### config.mk
export PLATFORM = sky130hd
export DESIGN_NAME = reservation_station
export DESIGN_NICKNAME = d
export VERILOG_FILES = /design/src/rtl/ooo_pkg.sv /design/src/rtl/reservation_station.sv
export VERILOG_INCLUDE_DIRS = /design/src /design/src/rtl
export SDC_FILE = /design/constraint.sdc
export NUM_CORES = 1
export LEC_CHECK = 0
export ABC_AREA = 0
export BUFFER_PORTS_ARGS = -buffer_cell sky130_fd_sc_hd__buf_4
export CAP_MARGIN = 20
export CORE_MARGIN = 5
export CORE_UTILIZATION = 35
export CTS_CLUSTER_DIAMETER = 100
export DETAILED_ROUTE_END_ITERATION = 10
export PLACE_DENSITY_LB_ADDON = 0.25
export SLEW_MARGIN = 5
export SYNTH_ARGS = -nofsm -noshare
export SYNTH_HDL_FRONTEND = slang
export SYNTH_SLANG_ARGS = --single-unit
### constraint.sdc
create_clock -name clk -period 18.6 [get_ports clk]
set_input_delay 2.79 -clock clk [delete_from_list [all_inputs] [get_ports clk]]
set_output_delay 2.79 -clock clk [all_outputs]
set_load 0.01 [all_outputs]
### src/rtl/ooo_params.svh
`ifndef OOO_PARAMS_SVH
`define OOO_PARAMS_SVH

// Datapath
`define XLEN 32

// Architectural and physical register files
`define NUM_ARCH_REGS 32
`define ARCH_BITS 5
`define NUM_PHYS_REGS 48
`define PHYS_BITS 6

// Out-of-order window
`define ROB_DEPTH 16
`define ROB_BITS 4
`define RS_DEPTH 8

`endif

### src/rtl/ooo_pkg.sv
`include "ooo_params.svh"

package ooo_pkg;

    typedef enum logic [2:0] {
        ALU_ADD = 3'd0,
        ALU_SUB = 3'd1,
        ALU_AND = 3'd2,
        ALU_OR  = 3'd3,
        ALU_XOR = 3'd4,
        ALU_SLT = 3'd5
    } alu_op_e;

    // Decoder output, architectural indices only
    typedef struct packed {
        logic [`ARCH_BITS-1:0] rs1;
        logic [`ARCH_BITS-1:0] rs2;
        logic [`ARCH_BITS-1:0] rd;
        alu_op_e               alu_op;
        logic                  alu_src;    // Immediate replaces source 2
        logic                  reg_write;
        logic [`XLEN-1:0]      imm;
    } decoded_t;

    typedef struct packed {
        logic [`PHYS_BITS-1:0] prs1;
        logic [`PHYS_BITS-1:0] prs2;
        logic [`PHYS_BITS-1:0] prd;
        logic [`PHYS_BITS-1:0] prd_old;    // Freed when this one commits
        logic [`ARCH_BITS-1:0] ard;
        logic                  rs1_ready;
        logic                  rs2_ready;
        alu_op_e               alu_op;
        logic                  alu_src;
        logic                  reg_write;
        logic [`XLEN-1:0]      imm;
    } renamed_t;

    typedef struct packed {
        logic [`PHYS_BITS-1:0] prs1;
        logic [`PHYS_BITS-1:0] prs2;
        logic [`PHYS_BITS-1:0] prd;
        logic                  rs1_ready;
        logic                  rs2_ready;
        alu_op_e               alu_op;
        logic                  alu_src;
        logic                  reg_write;
        logic [`XLEN-1:0]      imm;
        logic [`ROB_BITS-1:0]  rob_tag;
    } rs_entry_t;

    // Result broadcast from the ALU
    typedef struct packed {
        logic                  valid;
        logic [`PHYS_BITS-1:0] prd;
        logic                  reg_write;
        logic [`ROB_BITS-1:0]  rob_tag;
        logic [`XLEN-1:0]      data;
    } wb_t;

    typedef struct packed {
        logic                  valid;
        logic [`ARCH_BITS-1:0] ard;
        logic                  reg_write;
        logic [`XLEN-1:0]      data;
        logic [`PHYS_BITS-1:0] prd_old;
    } commit_t;

endpackage

### src/rtl/reservation_station.sv
`include "ooo_params.svh"

module reservation_station import ooo_pkg::*; (
    input  logic                 clk,
    input  logic                 rst,
    input  logic                 dispatch_valid,
    input  renamed_t             dispatch_data,
    input  logic [`ROB_BITS-1:0] alloc_tag,
    output logic                 space,
    input  wb_t                  wb,
    output logic                 issue_valid,
    output rs_entry_t            issue_entry
);

    localparam int RS_BITS = $clog2(`RS_DEPTH);

    rs_entry_t            slot [`RS_DEPTH];
    logic [RS_BITS-1:0]   age  [`RS_DEPTH];    // 0 is the oldest
    logic [`RS_DEPTH-1:0] valid;
    logic [`RS_DEPTH-1:0] ready;
    logic [RS_BITS-1:0]   issue_idx;
    logic [RS_BITS-1:0]   free_idx;
    logic [RS_BITS:0]     occupancy;
    logic [RS_BITS-1:0]   new_age;
    logic                 wb_wake;
    rs_entry_t            new_entry;

    assign wb_wake = wb.valid && wb.reg_write;

    // ==================================================
    // Oldest-ready select
    // ==================================================
    always_comb begin
        issue_valid = 1'b0;
        issue_idx   = '0;
        for (int i = 0; i < `RS_DEPTH; i++) begin
            ready[i] = valid[i] && slot[i].rs1_ready && (slot[i].rs2_ready || slot[i].alu_src);
            if (ready[i] && (!issue_valid || age[i] < age[issue_idx])) begin
                issue_valid = 1'b1;
                issue_idx   = RS_BITS'(i);
            end
        end
    end

    assign issue_entry = slot[issue_idx];

    // Lowest free slot and current fill level
    always_comb begin
        free_idx  = '0;
        space     = 1'b0;
        occupancy = '0;
        for (int i = `RS_DEPTH - 1; i >= 0; i--) begin
            if (!valid[i]) begin
                free_idx = RS_BITS'(i);
                space    = 1'b1;
            end
            occupancy = occupancy + (RS_BITS+1)'(valid[i]);
        end
    end

    assign new_age = RS_BITS'(occupancy - (RS_BITS+1)'(issue_valid));

    always_comb begin
        new_entry.prs1      = dispatch_data.prs1;
        new_entry.prs2      = dispatch_data.prs2;
        new_entry.prd       = dispatch_data.prd;
        new_entry.rs1_ready = dispatch_data.rs1_ready;
        new_entry.rs2_ready = dispatch_data.rs2_ready;
        new_entry.alu_op    = dispatch_data.alu_op;
        new_entry.alu_src   = dispatch_data.alu_src;
        new_entry.reg_write = dispatch_data.reg_write;
        new_entry.imm       = dispatch_data.imm;
        new_entry.rob_tag   = alloc_tag;
    end

    always_ff @(posedge clk) begin
        if (rst) begin
            valid <= '0;
        end else begin
            if (issue_valid) begin
                valid[issue_idx] <= 1'b0;
            end
            if (dispatch_valid) begin
                valid[free_idx] <= 1'b1;
            end
        end
    end

    // ==================================================
    // Wake-up and age compaction
    // ==================================================
    always_ff @(posedge clk) begin
        for (int i = 0; i < `RS_DEPTH; i++) begin
            if (wb_wake && slot[i].prs1 == wb.prd) slot[i].rs1_ready <= 1'b1;
            if (wb_wake && slot[i].prs2 == wb.prd) slot[i].rs2_ready <= 1'b1;
            if (issue_valid && valid[i] && age[i] > age[issue_idx]) begin
                age[i] <= age[i] - 1'b1;    // Younger ones move up
            end
        end
        if (dispatch_valid) begin
            slot[free_idx] <= new_entry;
            age[free_idx]  <= new_age;
        end
    end

endmodule

# Word level (Yosys, flattened, before mapping)
# Memory sizes are Yosys's and may differ from the RTL's.
# Cells that the tools add are included.
# word_totals
reg_bits	8
ram_bits	512
in_bits	119
out_inout_bits	63
elab_cells	225
mem_count	2
# op_classes
add_sub_neg	16
magnitude_cmp	19
eq_ne	16
n_mux	88
bitwise_logic	3
reduce_logical	80
# memory_table
memory	depth	word_bits	read_ports	rd_clocked_by_memory_dff	wr	line	source
slot	8	61	9	0	9	reservation_station.sv:17	rs_entry_t slot [`RS_DEPTH];
age	8	3	15	0	9	reservation_station.sv:18	logic [RS_BITS-1:0] age [`RS_DEPTH];
# op_table
op	n
equality test 6 bit	16
two-way mux 1 bit	69
logical AND 1 bit	58
two-way mux 3 bit	14
greater-than comparator 3 bit	8
two-way mux 8 bit	3
subtractor 3 x 1 -> 3 bit (second input constant)	8
less-than comparator 3 bit	7
adder 3 x 1 -> 3 bit	5
logical OR 1 bit	15
AND 8 bit	1
less-than comparator 3 x 4 -> 1 bit (second input constant)	2
NOT 8 bit	1
bitwise OR 8 bit	1
zero test 1 bit	7
demux 1 bit (select 3 bit)	2
>= comparator 3 x 1 -> 1 bit (second input constant)	2
adder 2 x 1 -> 3 bit	1
subtractor 3 x 1 -> 3 bit	1
adder 1 x 1 -> 2 bit	1

# Depth between registers and ports, before layout
# Gate-level depths: netlist of run 1.
# An unclocked memory read counts as a cell.
# logic_depth
depth_word	48
mapped_depth	77
depth_no_buf	71

# Worst setup path before layout of run 1
# Ideal clock, no wire load.
# synth_timing
path_kind	reg2out
start	memory age[1][2] (netlist bit)
end	output issue_entry[56] (netlist bit)
arrival_ps	12282
required_ps	15810
setup_slack_ps	3528
stages_incl_launch_ff	59
n_path_buf	6
cell_sequence	edfxtp_1 > ha_1 > nor2_1 > nor2_1 > a21oi_1 > nor2_1 > a21oi_1 > ha_1 > a211oi_1 > nand2_1 > a211o_1 > nand2_1 > and2_1 > nor2_1 > ha_1 > a21oi_1 > and2_1 > a21boi_0 > [23 not listed] > ha_1 > a2111o_1 > o41ai_4 > clkbuf_1 > buf_1 > a221oi_1 > a21oi_1 > ha_1 > a2111o_1 > o41ai_2 > o41a_1 > buf_2 > or2_1 > buf_2 > buf_2 > mux2_1 > a221oi_1 > o221ai_1
# synth_lines
element	line	source
from (decl)	reservation_station.sv:18	
to (decl)	reservation_station.sv:12	output rs_entry_t issue_entry

==> reports/qor_table.md, run 1 <==
| Result | Reported |
|---|---|
| Tightest Hold Check Type | flop to flop |
| H-Tree Depth | 2 |
| Instance area after placement | 0.0256 sq mm |
| Leak | 9.63 nW |
| Average instance area after synthesis | 12.1 sq um |
| CP Capture Point | issue_entry[53] |
| Total standard cell area after synthesis | 0.0236 sq mm |
| Destination of the worst register-to-register timing path | age[1][0] |
| Vias per Instance | 5.34 |
| Gate count after technology mapping | 1942 |
| Post-DP HPWL | 40.1 mm |
| Crit path setup slack, layout | 0.899 ns |
| Router iterations before antenna repair | 6 |
| Final count of pins violating max slew | 0 |
| Count of cell types in the netlist | 72 |
| Antenna violations before repair | 11 |
| Site Rows | 95 |
| Register-to-register path setup slack | 2.92 ns |
| Final layout net count | 2227 |
| Total of flip-flops plus latches after synthesis | 520 |
| Synthesized Nets | 2107 |
| Worst IR drop on VDD | 0.0000797 V |
| Max stage delay cell, worst path | sky130_fd_sc_hd__edfxtp_1 |
| Hold slack final | 0.620 ns |
| Largest cells by area after synthesis | sky130_fd_sc_hd__edfxtp_1 (63%), sky130_fd_sc_hd__nand2_1 (7.1%), sky130_fd_sc_hd__a21oi_1 (4.2%), sky130_fd_sc_hd__ha_1 (2.2%), sky130_fd_sc_hd__xnor2_1 (2.2%) |
| Share of Yosys cell area claimed by the top area cell type | 63.2% |
| Skew-Pair Late Insertion Delay | 0.60 ns |
| Sink Count | 520 |
| Number of buffers added on ports | 134 |
| Standard cell core area | 0.0670 sq mm |
| Starting density of the core | 35.2% |
| Cell type with the highest aggregate area in the netlist | sky130_fd_sc_hd__edfxtp_1 |
| YS warnings | 0 |
| GRT Residual Overflow | 0 |
| Critical path endpoint category | primary output |
| Worst setup slack after placement | 0.869 ns |
| Root buf cell | sky130_fd_sc_hd__clkbuf_16 |
| Max Cap Viol | 0 |
| Final hold violations | 0 |
| Hold Path Depth | 2 |
| Worst slew margin | 26.3% |
| Worst stage delay on the critical path | 0.54 ns |
| Post-Layout Inst Area | 0.0274 sq mm |
| Clock tree from TritonCTS | built |
| Worst setup startpoint | age[1][2] |
| Die W | 270 microns |
| Count of pins on the block boundary | 182 |
| Inst Count DP | 2877 |
| Detail Route Antenna Nets | 0 |
| Slew of the pin with the lowest slew margin | 1.10 ns |
| Wire length of the first global-routing pass | 99.5 mm |
| Arr. time, crit path | 14.91 ns |
| Vias after detailed routing | 15902 |
| Post-CTS setup buffer count | 0 |
| Register area share after synthesis | 65.2% |
| Overall track demand over capacity in global routing | 17.6% |
| Clk pin slew, worst setup/hold paths | 0.06 ns |
| Category of the critical setup timing path | flop to primary output |
| Flip-flop cell with the highest count after synthesis | sky130_fd_sc_hd__edfxtp_1 |
| FFs w/ async S/R, synth | 0% |
| Critical-path maximum fanout | 91 |
| Growth of design area from synthesis to finish | 16.1% |
| Total negative setup slack | 0 ns |
| Result of the run | complete, no violations |
| Die span in y | 270 microns |
| Clock buffer depth | 3 |
| Kind of start point of the critical path | flop |
| Timing-limited maximum frequency | 56.5 MHz |
| Number of CTS-inserted buffers | 54 |
| Final weighted congestion in routability-driven placement | 0.908 |
| Power density over the cells | 98.7 mW/mm^2 |
| Portion of the clock cycle consumed by the worst path in the final layout | 95.2% |
| Vias in the first global route | 15755 |
| Launch instance of the worst register-to-register path | age[1][2] |
| Detailed-route wire length | 66.9 mm |
| Total area of multi-input combinational cells | 0.00765 sq mm |
| Number of flops mapped to enable cells by yosys | 496 |
| Share of final-layout standard cells stronger than drive strength 1 | 13.3% |
| Required time of the critical path | 15.81 ns |
| Total Die Area | 0.0727 sq mm |
| Largest net degree at the start of global routing | 132 |
| Number of fill cells in the layout | 6369 |
| Worst reg2reg path depth | 65 |
| Final setup violation count | 0 |
| Footprint of the flip-flops and latches | 0.0154 sq mm |
| Max Clock Skew | 0.0217 ns |
| Time the final worst path needs with I/O delays and setup | 17.70 ns |
| Number of design rule violations left after detail routing | 0 |
| CP dominant cell by count | sky130_fd_sc_hd__nor2_1 |
| Final std cells w/o fill | 2978 |
| Number of DRC violations after detailed-routing iteration 0 | 1401 |
| Average detailed-routed wire length per instance | 22.5 microns |
[logic make-up after synthesis]
family	after synthesis	share of synthesized area (%)
simple gates	620	11.1
flops	520	65.2
compound gates	428	11.4
buf+inv	155	2.83
xor+xnor	114	4.23
mux	55	2.41
fa+ha+maj	50	2.77
[area by class of cell]
type,count,share of cell area [%]
clock buffer,71,5.24
clock inverter,25,0.933
antenna,3,0.0274
tap,873,3.99
inverter,47,0.681
timing repair buffer,170,4.96
multi-input combinational,1269,28.0
sequential,520,56.2
[cell usage after synthesis, types with 6 or more instances]
| cell type | instances |
|---|---|
| sky130_fd_sc_hd__edfxtp_1 | 496 |
| sky130_fd_sc_hd__nand2_1 | 443 |
| sky130_fd_sc_hd__a21oi_1 | 200 |
| sky130_fd_sc_hd__o21ai_0 | 81 |
| sky130_fd_sc_hd__nor2_1 | 76 |
| sky130_fd_sc_hd__xnor2_1 | 58 |
| sky130_fd_sc_hd__xor2_1 | 56 |
| sky130_fd_sc_hd__clkbuf_1 | 49 |
| sky130_fd_sc_hd__inv_1 | 47 |
| sky130_fd_sc_hd__or4_1 | 46 |
| sky130_fd_sc_hd__ha_1 | 41 |
| sky130_fd_sc_hd__mux2i_1 | 40 |
| sky130_fd_sc_hd__buf_2 | 26 |
| sky130_fd_sc_hd__dfxtp_1 | 24 |
| sky130_fd_sc_hd__buf_1 | 22 |
| sky130_fd_sc_hd__o211ai_1 | 19 |
| sky130_fd_sc_hd__nor4_1 | 18 |
| sky130_fd_sc_hd__a221oi_1 | 17 |
| sky130_fd_sc_hd__a41oi_1 | 16 |
| sky130_fd_sc_hd__o221ai_1 | 16 |
| sky130_fd_sc_hd__a211oi_1 | 14 |
| sky130_fd_sc_hd__mux2_1 | 10 |
| sky130_fd_sc_hd__o21a_1 | 8 |
| sky130_fd_sc_hd__and2_1 | 7 |
| sky130_fd_sc_hd__o211a_1 | 7 |
| sky130_fd_sc_hd__nor3_1 | 6 |
[worst min path at each step]
stage,from,to,slack [ns]
2_1_floorplan,valid[6],valid[6],0.49
3_3_place_gp,slot[6][42],slot[6][42],0.59
3_5_place_dp,slot[6][42],slot[6][42],0.59
4_1_cts,slot[6][42],slot[6][42],0.61
5_1_grt,slot[6][42],slot[6][42],0.65
6_report,slot[6][42],slot[6][42],0.62
[sequential cells by signal, indices dropped and copies added (netlist names)]
register	count
valid	8
slot	488
age	24
[metrics by stage]
step                      util [%]  power, W
after floorplan                  -   0.00155
after global placement        38.1   0.00168
after detailed placement      38.1   0.00168
after CTS                     40.6   0.00272
after global routing          40.8   0.00281
final                         40.8   0.00270
[critical path, delay by kind of cell (launching register included)]
kind	cells	cell delay (ns)
buffers and inverters	2	0.54
flip-flops	1	0.54
AO/OA/AOI/OAI	32	7.78
adder cells (fa/ha/maj)	7	2.09
multiplexers	1	0.15
AND/OR/NAND/NOR	18	2.99
[per-layer routing]
metal	vias to the layer above	routed length (microns)	track usage (%)
li1	7381	-	-
met2	512	31200	28.6
met3	125	5100	4.32
met5	-	69	0
met4	14	1810	4.71
met1	7870	28700	23.8
[placed cells by master, fill, tap and decap left out, types with 13 or more instances in the layout]
master	synthesis	layout
sky130_fd_sc_hd__or4_1	46	46
sky130_fd_sc_hd__nor2_1	76	73
sky130_fd_sc_hd__edfxtp_1	496	496
sky130_fd_sc_hd__ha_1	41	41
sky130_fd_sc_hd__a211oi_1	14	14
sky130_fd_sc_hd__o221ai_1	16	16
sky130_fd_sc_hd__a41oi_1	16	16
sky130_fd_sc_hd__clkbuf_16	0	54
sky130_fd_sc_hd__inv_1	47	39
sky130_fd_sc_hd__nand2_1	443	440
sky130_fd_sc_hd__nor4_1	18	17
sky130_fd_sc_hd__clkinv_2	0	13
sky130_fd_sc_hd__o21ai_0	81	80
sky130_fd_sc_hd__xor2_1	56	56
sky130_fd_sc_hd__a221oi_1	17	17
sky130_fd_sc_hd__xnor2_1	58	58
sky130_fd_sc_hd__buf_4	3	162
sky130_fd_sc_hd__o211ai_1	19	19
sky130_fd_sc_hd__clkbuf_1	49	15
sky130_fd_sc_hd__dfxtp_1	24	24
sky130_fd_sc_hd__mux2i_1	40	40
sky130_fd_sc_hd__a21oi_1	200	199
[report_power, final]
group / leakage (nW) / internal [W] / switching [W]
logic: 4.11 / 0.000125 / 0.000200
clock network: 0.818 / 0.000588 / 0.000451
registers: 4.70 / 0.00131 / 0.0000225
total: 9.63 / 0.00203 / 0.000674
[repair_timing]
item,in CTS,in global routing
gates resized for setup,0,21
hold buffers,0,0
hold endpoints to repair,0,0
setup endpoints to repair,0,61
(Power assumes the default switching activity.)
==> run 2: changes to the inputs <==
- CELL_PAD_IN_SITES_DETAIL_PLACEMENT: unset -> 1
- CELL_PAD_IN_SITES_GLOBAL_PLACEMENT: unset -> 2
- GPL_TIMING_DRIVEN: unset -> 0
==> run 2 against run 1 <==
Maximum frequency increased by 0.29%. Clock-buffer cell count increased by 1. Routed wire length increased by 18%. Final cell count increased by 3.1%. Via count increased by 4.3%. Critical path type unchanged.
==> reports/qor_table.md, run 2 (synthesis results as in run 1) <==
| Result | Reported |
|---|---|
| Portion of the clock cycle consumed by the worst path in the final layout | 94.9% |
| Die W | 270 microns |
| Top library cells by usage in the layout, fill and taps aside | sky130_fd_sc_hd__edfxtp_1 (496), sky130_fd_sc_hd__nand2_1 (440), sky130_fd_sc_hd__a21oi_1 (198), sky130_fd_sc_hd__buf_4 (144), sky130_fd_sc_hd__o21ai_0 (79) |
| Overall track demand over capacity in global routing | 21.0% |
| Vias per Instance | 5.40 |
| Tightest Hold Check Type | flop to flop |
| CP dominant cell by count | sky130_fd_sc_hd__ha_1 |
| Category of the critical setup timing path | flop to primary output |
| Critical path endpoint category | primary output |
| Site Rows | 95 |
| GRT Residual Overflow | 0 |
| Result of the run | complete, no violations |
| Power density over the cells | 101 mW/mm^2 |
| Register-to-register path setup slack | 2.76 ns |
| Max FFs per register | 488 |
| Detailed-route wire length | 78.8 mm |
| Number of design rule violations left after detail routing | 0 |
| Root buf cell | sky130_fd_sc_hd__clkbuf_16 |
| Timing-limited maximum frequency | 56.7 MHz |
| Number of buffers added on ports | 125 |
| Launch instance of the worst register-to-register path | age[0][1] |
| Final setup violation count | 0 |
| Critical-path maximum fanout | 10 |
| Vias in the first global route | 17720 |
| Largest register by flop count | slot |
| Detail Route Antenna Nets | 0 |
| Final weighted congestion in routability-driven placement | 0.849 |
| Die span in y | 270 microns |
| Share of final-layout standard cells stronger than drive strength 1 | 15.1% |
| Clock tree from TritonCTS | built |
| Number of fill cells in the layout | 7123 |
| Worst IR drop on VDD | 0.0000747 V |
| Final count of pins violating max slew | 0 |
| Total Die Area | 0.0727 sq mm |
| Kind of start point of the critical path | flop |
| Clk pin slew, worst setup/hold paths | 0.06 ns |
| Final hold violations | 0 |
| Worst slew margin | 41.5% |
| Final std cells w/o fill | 3069 |
| Final layout net count | 2312 |
| Launch point of the worst hold path | valid[2] |
| Hold Path Depth | 2 |
| Total area of multi-input combinational cells | 0.00765 sq mm |
| Router iterations before antenna repair | 5 |
| Inst Count DP | 2952 |
| Max Clock Skew | 0.0221 ns |
| Required time of the critical path | 15.81 ns |
| Average detailed-routed wire length per instance | 25.7 microns |
| Antenna violations before repair | 4 |
| Sink Count | 520 |
| Skew-Pair Late Insertion Delay | 0.62 ns |
| Wire length of the first global-routing pass | 116 mm |
| Standard cell core area | 0.0670 sq mm |
| Count of pins on the block boundary | 182 |
| Post-Layout Inst Area | 0.0280 sq mm |
| Number of hold-repair buffers added at the cts stage | 0 |
| Leak | 9.91 nW |
| Growth of design area from synthesis to finish | 18.6% |
| Post-DP HPWL | 51.9 mm |
| Destination of the worst register-to-register timing path | age[1][1] |
| Registers with the highest flip-flop counts | slot: 488 flops, age: 24 flops, valid: 8 flops |
| Vias after detailed routing | 16582 |
| Worst reg2reg path depth | 72 |
| Number of CTS-inserted buffers | 58 |
| Commonest non-fill, non-tap cell in the layout | sky130_fd_sc_hd__edfxtp_1 |
| Number of inserted diodes | 0 |
| Worst stage delay on the critical path | 0.46 ns |
| Starting density of the core | 35.2% |
| H-Tree Depth | 2 |
| Number of DRC violations after detailed-routing iteration 0 | 1222 |
| Largest net degree at the start of global routing | 49 |
| Max stage delay cell, worst path | sky130_fd_sc_hd__edfxtp_1 |
| Max Cap Viol | 0 |
| Arr. time, crit path | 14.86 ns |
| Footprint of the flip-flops and latches | 0.0154 sq mm |
| Worst min-delay path endpoint | valid[2] |
| Post-layout util | 41.7% |
| Time the final worst path needs with I/O delays and setup | 17.65 ns |
| Instance area after placement | 0.0259 sq mm |
| Slew of the pin with the lowest slew margin | 0.874 ns |
| Clock buffer depth | 3 |
-- run 2: changes by cell type in the layout (fill, tap and decap cells not counted), moves of 8 or more --
| cell | change |
|---|---|
| sky130_fd_sc_hd__inv_4 | +8 |
| sky130_fd_sc_hd__buf_16 | +8 |
| sky130_fd_sc_hd__buf_2 | +21 |
| sky130_fd_sc_hd__clkbuf_2 | +15 |
| sky130_fd_sc_hd__buf_4 | -18 |
| sky130_fd_sc_hd__buf_1 | +15 |
| sky130_fd_sc_hd__clkbuf_1 | +33 |
-- run 2: critical path: cells and delay by family (launching register included) --
family	cells	cell delay [ns]
fa+ha+maj	7	2.05
mux	1	0.34
flops	1	0.46
compound gates	33	7.50
simple gates	16	2.28
buf+inv	8	1.59
-- run 2: per-layer routing --
metal  wire [microns]  global-route usage, %
met5               55                      0
met3             4300                   4.11
met4             1590                   5.03
met2            39400                   36.9
met1            33400                   26.7
-- run 2: cell type report --
type,instances,share of cell area [%]
Timing Repair Buffer,145,4.47
Inverter,47,0.703
Multi-Input combinational cell,1267,27.4
Buffer,108,1.93
Clock buffer,72,5.60
Sequential cell,520,55.0
Clock inverter,37,1.02
Tap cell,873,3.91
-- run 2: what timing repair did --
item	CTS	global route
endpoints found under the setup margin	61	61
gates cloned	0	0
setup buffers	2	6
pin swaps	1	2
gates resized for setup	17	41
-- run 2: worst max path at each step --
| stage | start | to | slack, ns | depth (start not counted) |
|---|---|---|---|---|
| floorplan | age[1][2] | issue_entry[56] | 3.53 | 58 |
| global placement | age[0][2] | issue_entry[54] | -0.68 | 58 |
| detailed placement | age[0][2] | issue_entry[59] | -0.95 | 59 |
| CTS | age[1][2] | issue_entry[24] | 0.06 | 63 |
| global route | age[0][1] | issue_entry[59] | -0.04 | 66 |
| finish | age[0][1] | issue_entry[54] | 0.95 | 65 |
-- run 2: power by group --
group,internal [W],switching [W],leakage [nW]
clock network,0.000639,0.000486,0.907
registers,0.00131,0.0000204,4.70
logic,0.000132,0.000223,4.30
total,0.00209,0.000729,9.91
-- run 2: stage by stage --
| stage | setup slack, ns | hold slack (ns) | setup TNS [ns] | total power [W] |
|---|---|---|---|---|
| 4_1_cts | 0.0556 | 0.605 | 0 | 0.00284 |
| 2_1_floorplan | 3.53 | 0.487 | 0 | 0.00155 |
| 3_5_place_dp | -0.948 | 0.570 | -24.13 | 0.00171 |
| 3_3_place_gp | -0.684 | 0.564 | -9.09 | 0.00169 |
| 6_report | 0.951 | 0.622 | 0 | 0.00281 |
| 5_1_grt | -0.0397 | 0.616 | -0.118 | 0.00292 |
==> run 3: changes to the inputs <==
- GPL_TIMING_DRIVEN: 0 -> 1
- RECOVER_POWER: unset -> 100
==> run 3 against run 2 <==
The flow now finishes with violations (capacitance limit, slew limit). Global-route usage fell by 1.8 points. Via count fell by 3.0%. Largest cell class unchanged. Critical path depth is 1 lower. Critical path type unchanged. Flip-flop and latch count stayed put. Clock-buffer cell count shrank 4. Non-clock buffer count fell by 66. Sequential share of layout area rose by 1.3 points. Largest power group unchanged. Utilization shrank 0.97 points. Highest routed layer unchanged.
==> reports/qor_table.md, run 3 (synthesis results as in run 1) <==
| Result | Reported |
|---|---|
| CP dominant cell by count | sky130_fd_sc_hd__nor2_1 |
| Detail Route Antenna Nets | 0 |
| Final hold violations | 0 |
| Critical-path maximum fanout | 70 |
| Vias per Instance | 5.36 |
| Clock buffer depth | 3 |
| Highest-utilization routing layer at the global route stage | met2 |
| Power density over the cells | 99.0 mW/mm^2 |
| Router iterations before antenna repair | 5 |
| Max stage delay cell, worst path | sky130_fd_sc_hd__or4_1 |
| Vias after detailed routing | 16085 |
| Kind of start point of the critical path | flop |
| Number of design rule violations left after detail routing | 0 |
| Largest register by flop count | slot |
| Top library cells by usage in the layout, fill and taps aside | sky130_fd_sc_hd__edfxtp_1 (496), sky130_fd_sc_hd__nand2_1 (440), sky130_fd_sc_hd__a21oi_1 (199), sky130_fd_sc_hd__buf_4 (101), sky130_fd_sc_hd__clkbuf_1 (81) |
| Time the final worst path needs with I/O delays and setup | 17.65 ns |
| Crit path setup slack, layout | 0.953 ns |
| Max FFs per register | 488 |
| Arr. time, crit path | 14.86 ns |
| Commonest non-fill, non-tap cell in the layout | sky130_fd_sc_hd__edfxtp_1 |
| Timing-limited maximum frequency | 56.7 MHz |
| Die W | 270 microns |
| Growth of design area from synthesis to finish | 15.8% |
| Portion of the clock cycle consumed by the worst path in the final layout | 94.9% |
| Worst slew margin | -197% |
| Root buf cell | sky130_fd_sc_hd__clkbuf_16 |
| Final count of pins violating max slew | 388 |
| Inst Count DP | 2878 |
| Tightest Hold Check Type | flop to flop |
| Standard cell core area | 0.0670 sq mm |
| Critical path endpoint category | primary output |
| Routing usage on met3 | 3.43% |
| Category of the critical setup timing path | flop to primary output |
| Clock tree from TritonCTS | built |
| Final std cells w/o fill | 2999 |
| Antenna violations before repair | 7 |
| Result of the run | finished with violations |
| Max Clock Skew | 0.0313 ns |
| Violations in the final reports | capacitance limit, slew limit |
| Leak | 9.43 nW |
| Sink Count | 520 |
| GR Layer Usage met1 | 24.7% |
| Skew-Pair Late Insertion Delay | 0.62 ns |
| Number of fill cells in the layout | 7183 |
| Number of DRC violations after detailed-routing iteration 0 | 1054 |
| Die span in y | 270 microns |
| Registers with the highest flip-flop counts | slot: 488 flops, age: 24 flops, valid: 8 flops |
| Final layout net count | 2245 |
| H-Tree Depth | 2 |
| Required time of the critical path | 15.81 ns |
| Clk pin slew, worst setup/hold paths | 0.06 ns |
| Met2 demand-to-capacity share in global routing | 33.0% |
| Hold slack final | 0.569 ns |
| Slew of the pin with the lowest slew margin | 4.46 ns |
| Wire length of the first global-routing pass | 108 mm |
| Post-Layout Inst Area | 0.0273 sq mm |
| Worst setup slack after placement | 0.710 ns |
| Number of buffers added on ports | 134 |
| Overall track demand over capacity in global routing | 19.1% |
| Post-DP HPWL | 44.5 mm |
| Final weighted congestion in routability-driven placement | 0.826 |
| Number of CTS-inserted buffers | 56 |
| Starting density of the core | 35.2% |
| GRT Residual Overflow | 0 |
| Site Rows | 95 |
| Worst stage delay on the critical path | 0.65 ns |
| Worst IR drop on VDD | 0.0000653 V |
| Count of pins on the block boundary | 182 |
| Average detailed-routed wire length per instance | 24.3 microns |
| Instance area after placement | 0.0256 sq mm |
| Largest net degree at the start of global routing | 142 |
| Detailed-route wire length | 72.8 mm |
| Max Cap Viol | 9 |
| Vias in the first global route | 17043 |
| Share of final-layout standard cells stronger than drive strength 1 | 10.8% |
| Final setup violation count | 0 |
| Post-layout util | 40.7% |
| Total Die Area | 0.0727 sq mm |
==> run 3: path summary, 6_finish.rpt <==
kind / start / endpoint / slack, ns / cells after the start
setup / recovery: age[0][2] / issue_entry[47] / 0.95 / 64
hold / removal: slot[6][42] / slot[6][42] / 0.57 / 2
setup reg to reg: age[0][2] / age[1][0] / 2.73 / 67
hold reg to reg: slot[6][42] / slot[6][42] / 0.57 / 2
==> run 3: critical path: cells and delay by family (launching register included) <==
kind,cells,cell delay (ns)
buf+inv,4,0.87
simple gates,21,3.68
compound gates,32,7.12
fa+ha+maj,7,2.04
flops,1,0.51
==> run 3: report_power, final <==
group	switching (W)	internal (W)	leakage, nW
Clock	0.000458	0.000573	0.818
Combinational	0.000208	0.000124	3.91
Sequential	0.0000226	0.00132	4.70
==> run 3: timing repair <==
action | CTS | global route
hold buffers | 0 | 0
cloned | 0 | 2
endpoints found under the setup margin | 1 | 61
resized for setup | 1 | 17
pin swaps | 0 | 4
setup buffers | 0 | 14
==> run 3: layer usage <==
layer | vias to the layer above | share of wire [%]
li1 | 7431 | -
met1 | 8175 | 43
met2 | 342 | 49
met3 | 127 | 4.6
met4 | 10 | 3.1
met5 | - | 0.095
==> run 3: cell type report <==
| class | instances | area (sq um) | share of cell area, % |
|---|---|---|---|
| Antenna cell | 2 | 5.00 | 0.0183 |
| Inverter | 47 | 186 | 0.683 |
| Tap cell | 873 | 1090 | 4.00 |
| Multi-Input combinational cell | 1268 | 7650 | 28.0 |
| Clock buffer | 68 | 1470 | 5.38 |
| Clock inverter | 34 | 201 | 0.738 |
| Timing Repair Buffer | 187 | 1330 | 4.86 |
| Sequential cell | 520 | 15400 | 56.3 |
==> run 3: through the flow <==
stage / power (W) / TNS (ns)
global route: 0.00282 / -0.0675
global placement: 0.00168 / 0
CTS: 0.00273 / 0
finish: 0.00270 / 0
floorplan: 0.00155 / 0
detailed placement: 0.00169 / 0
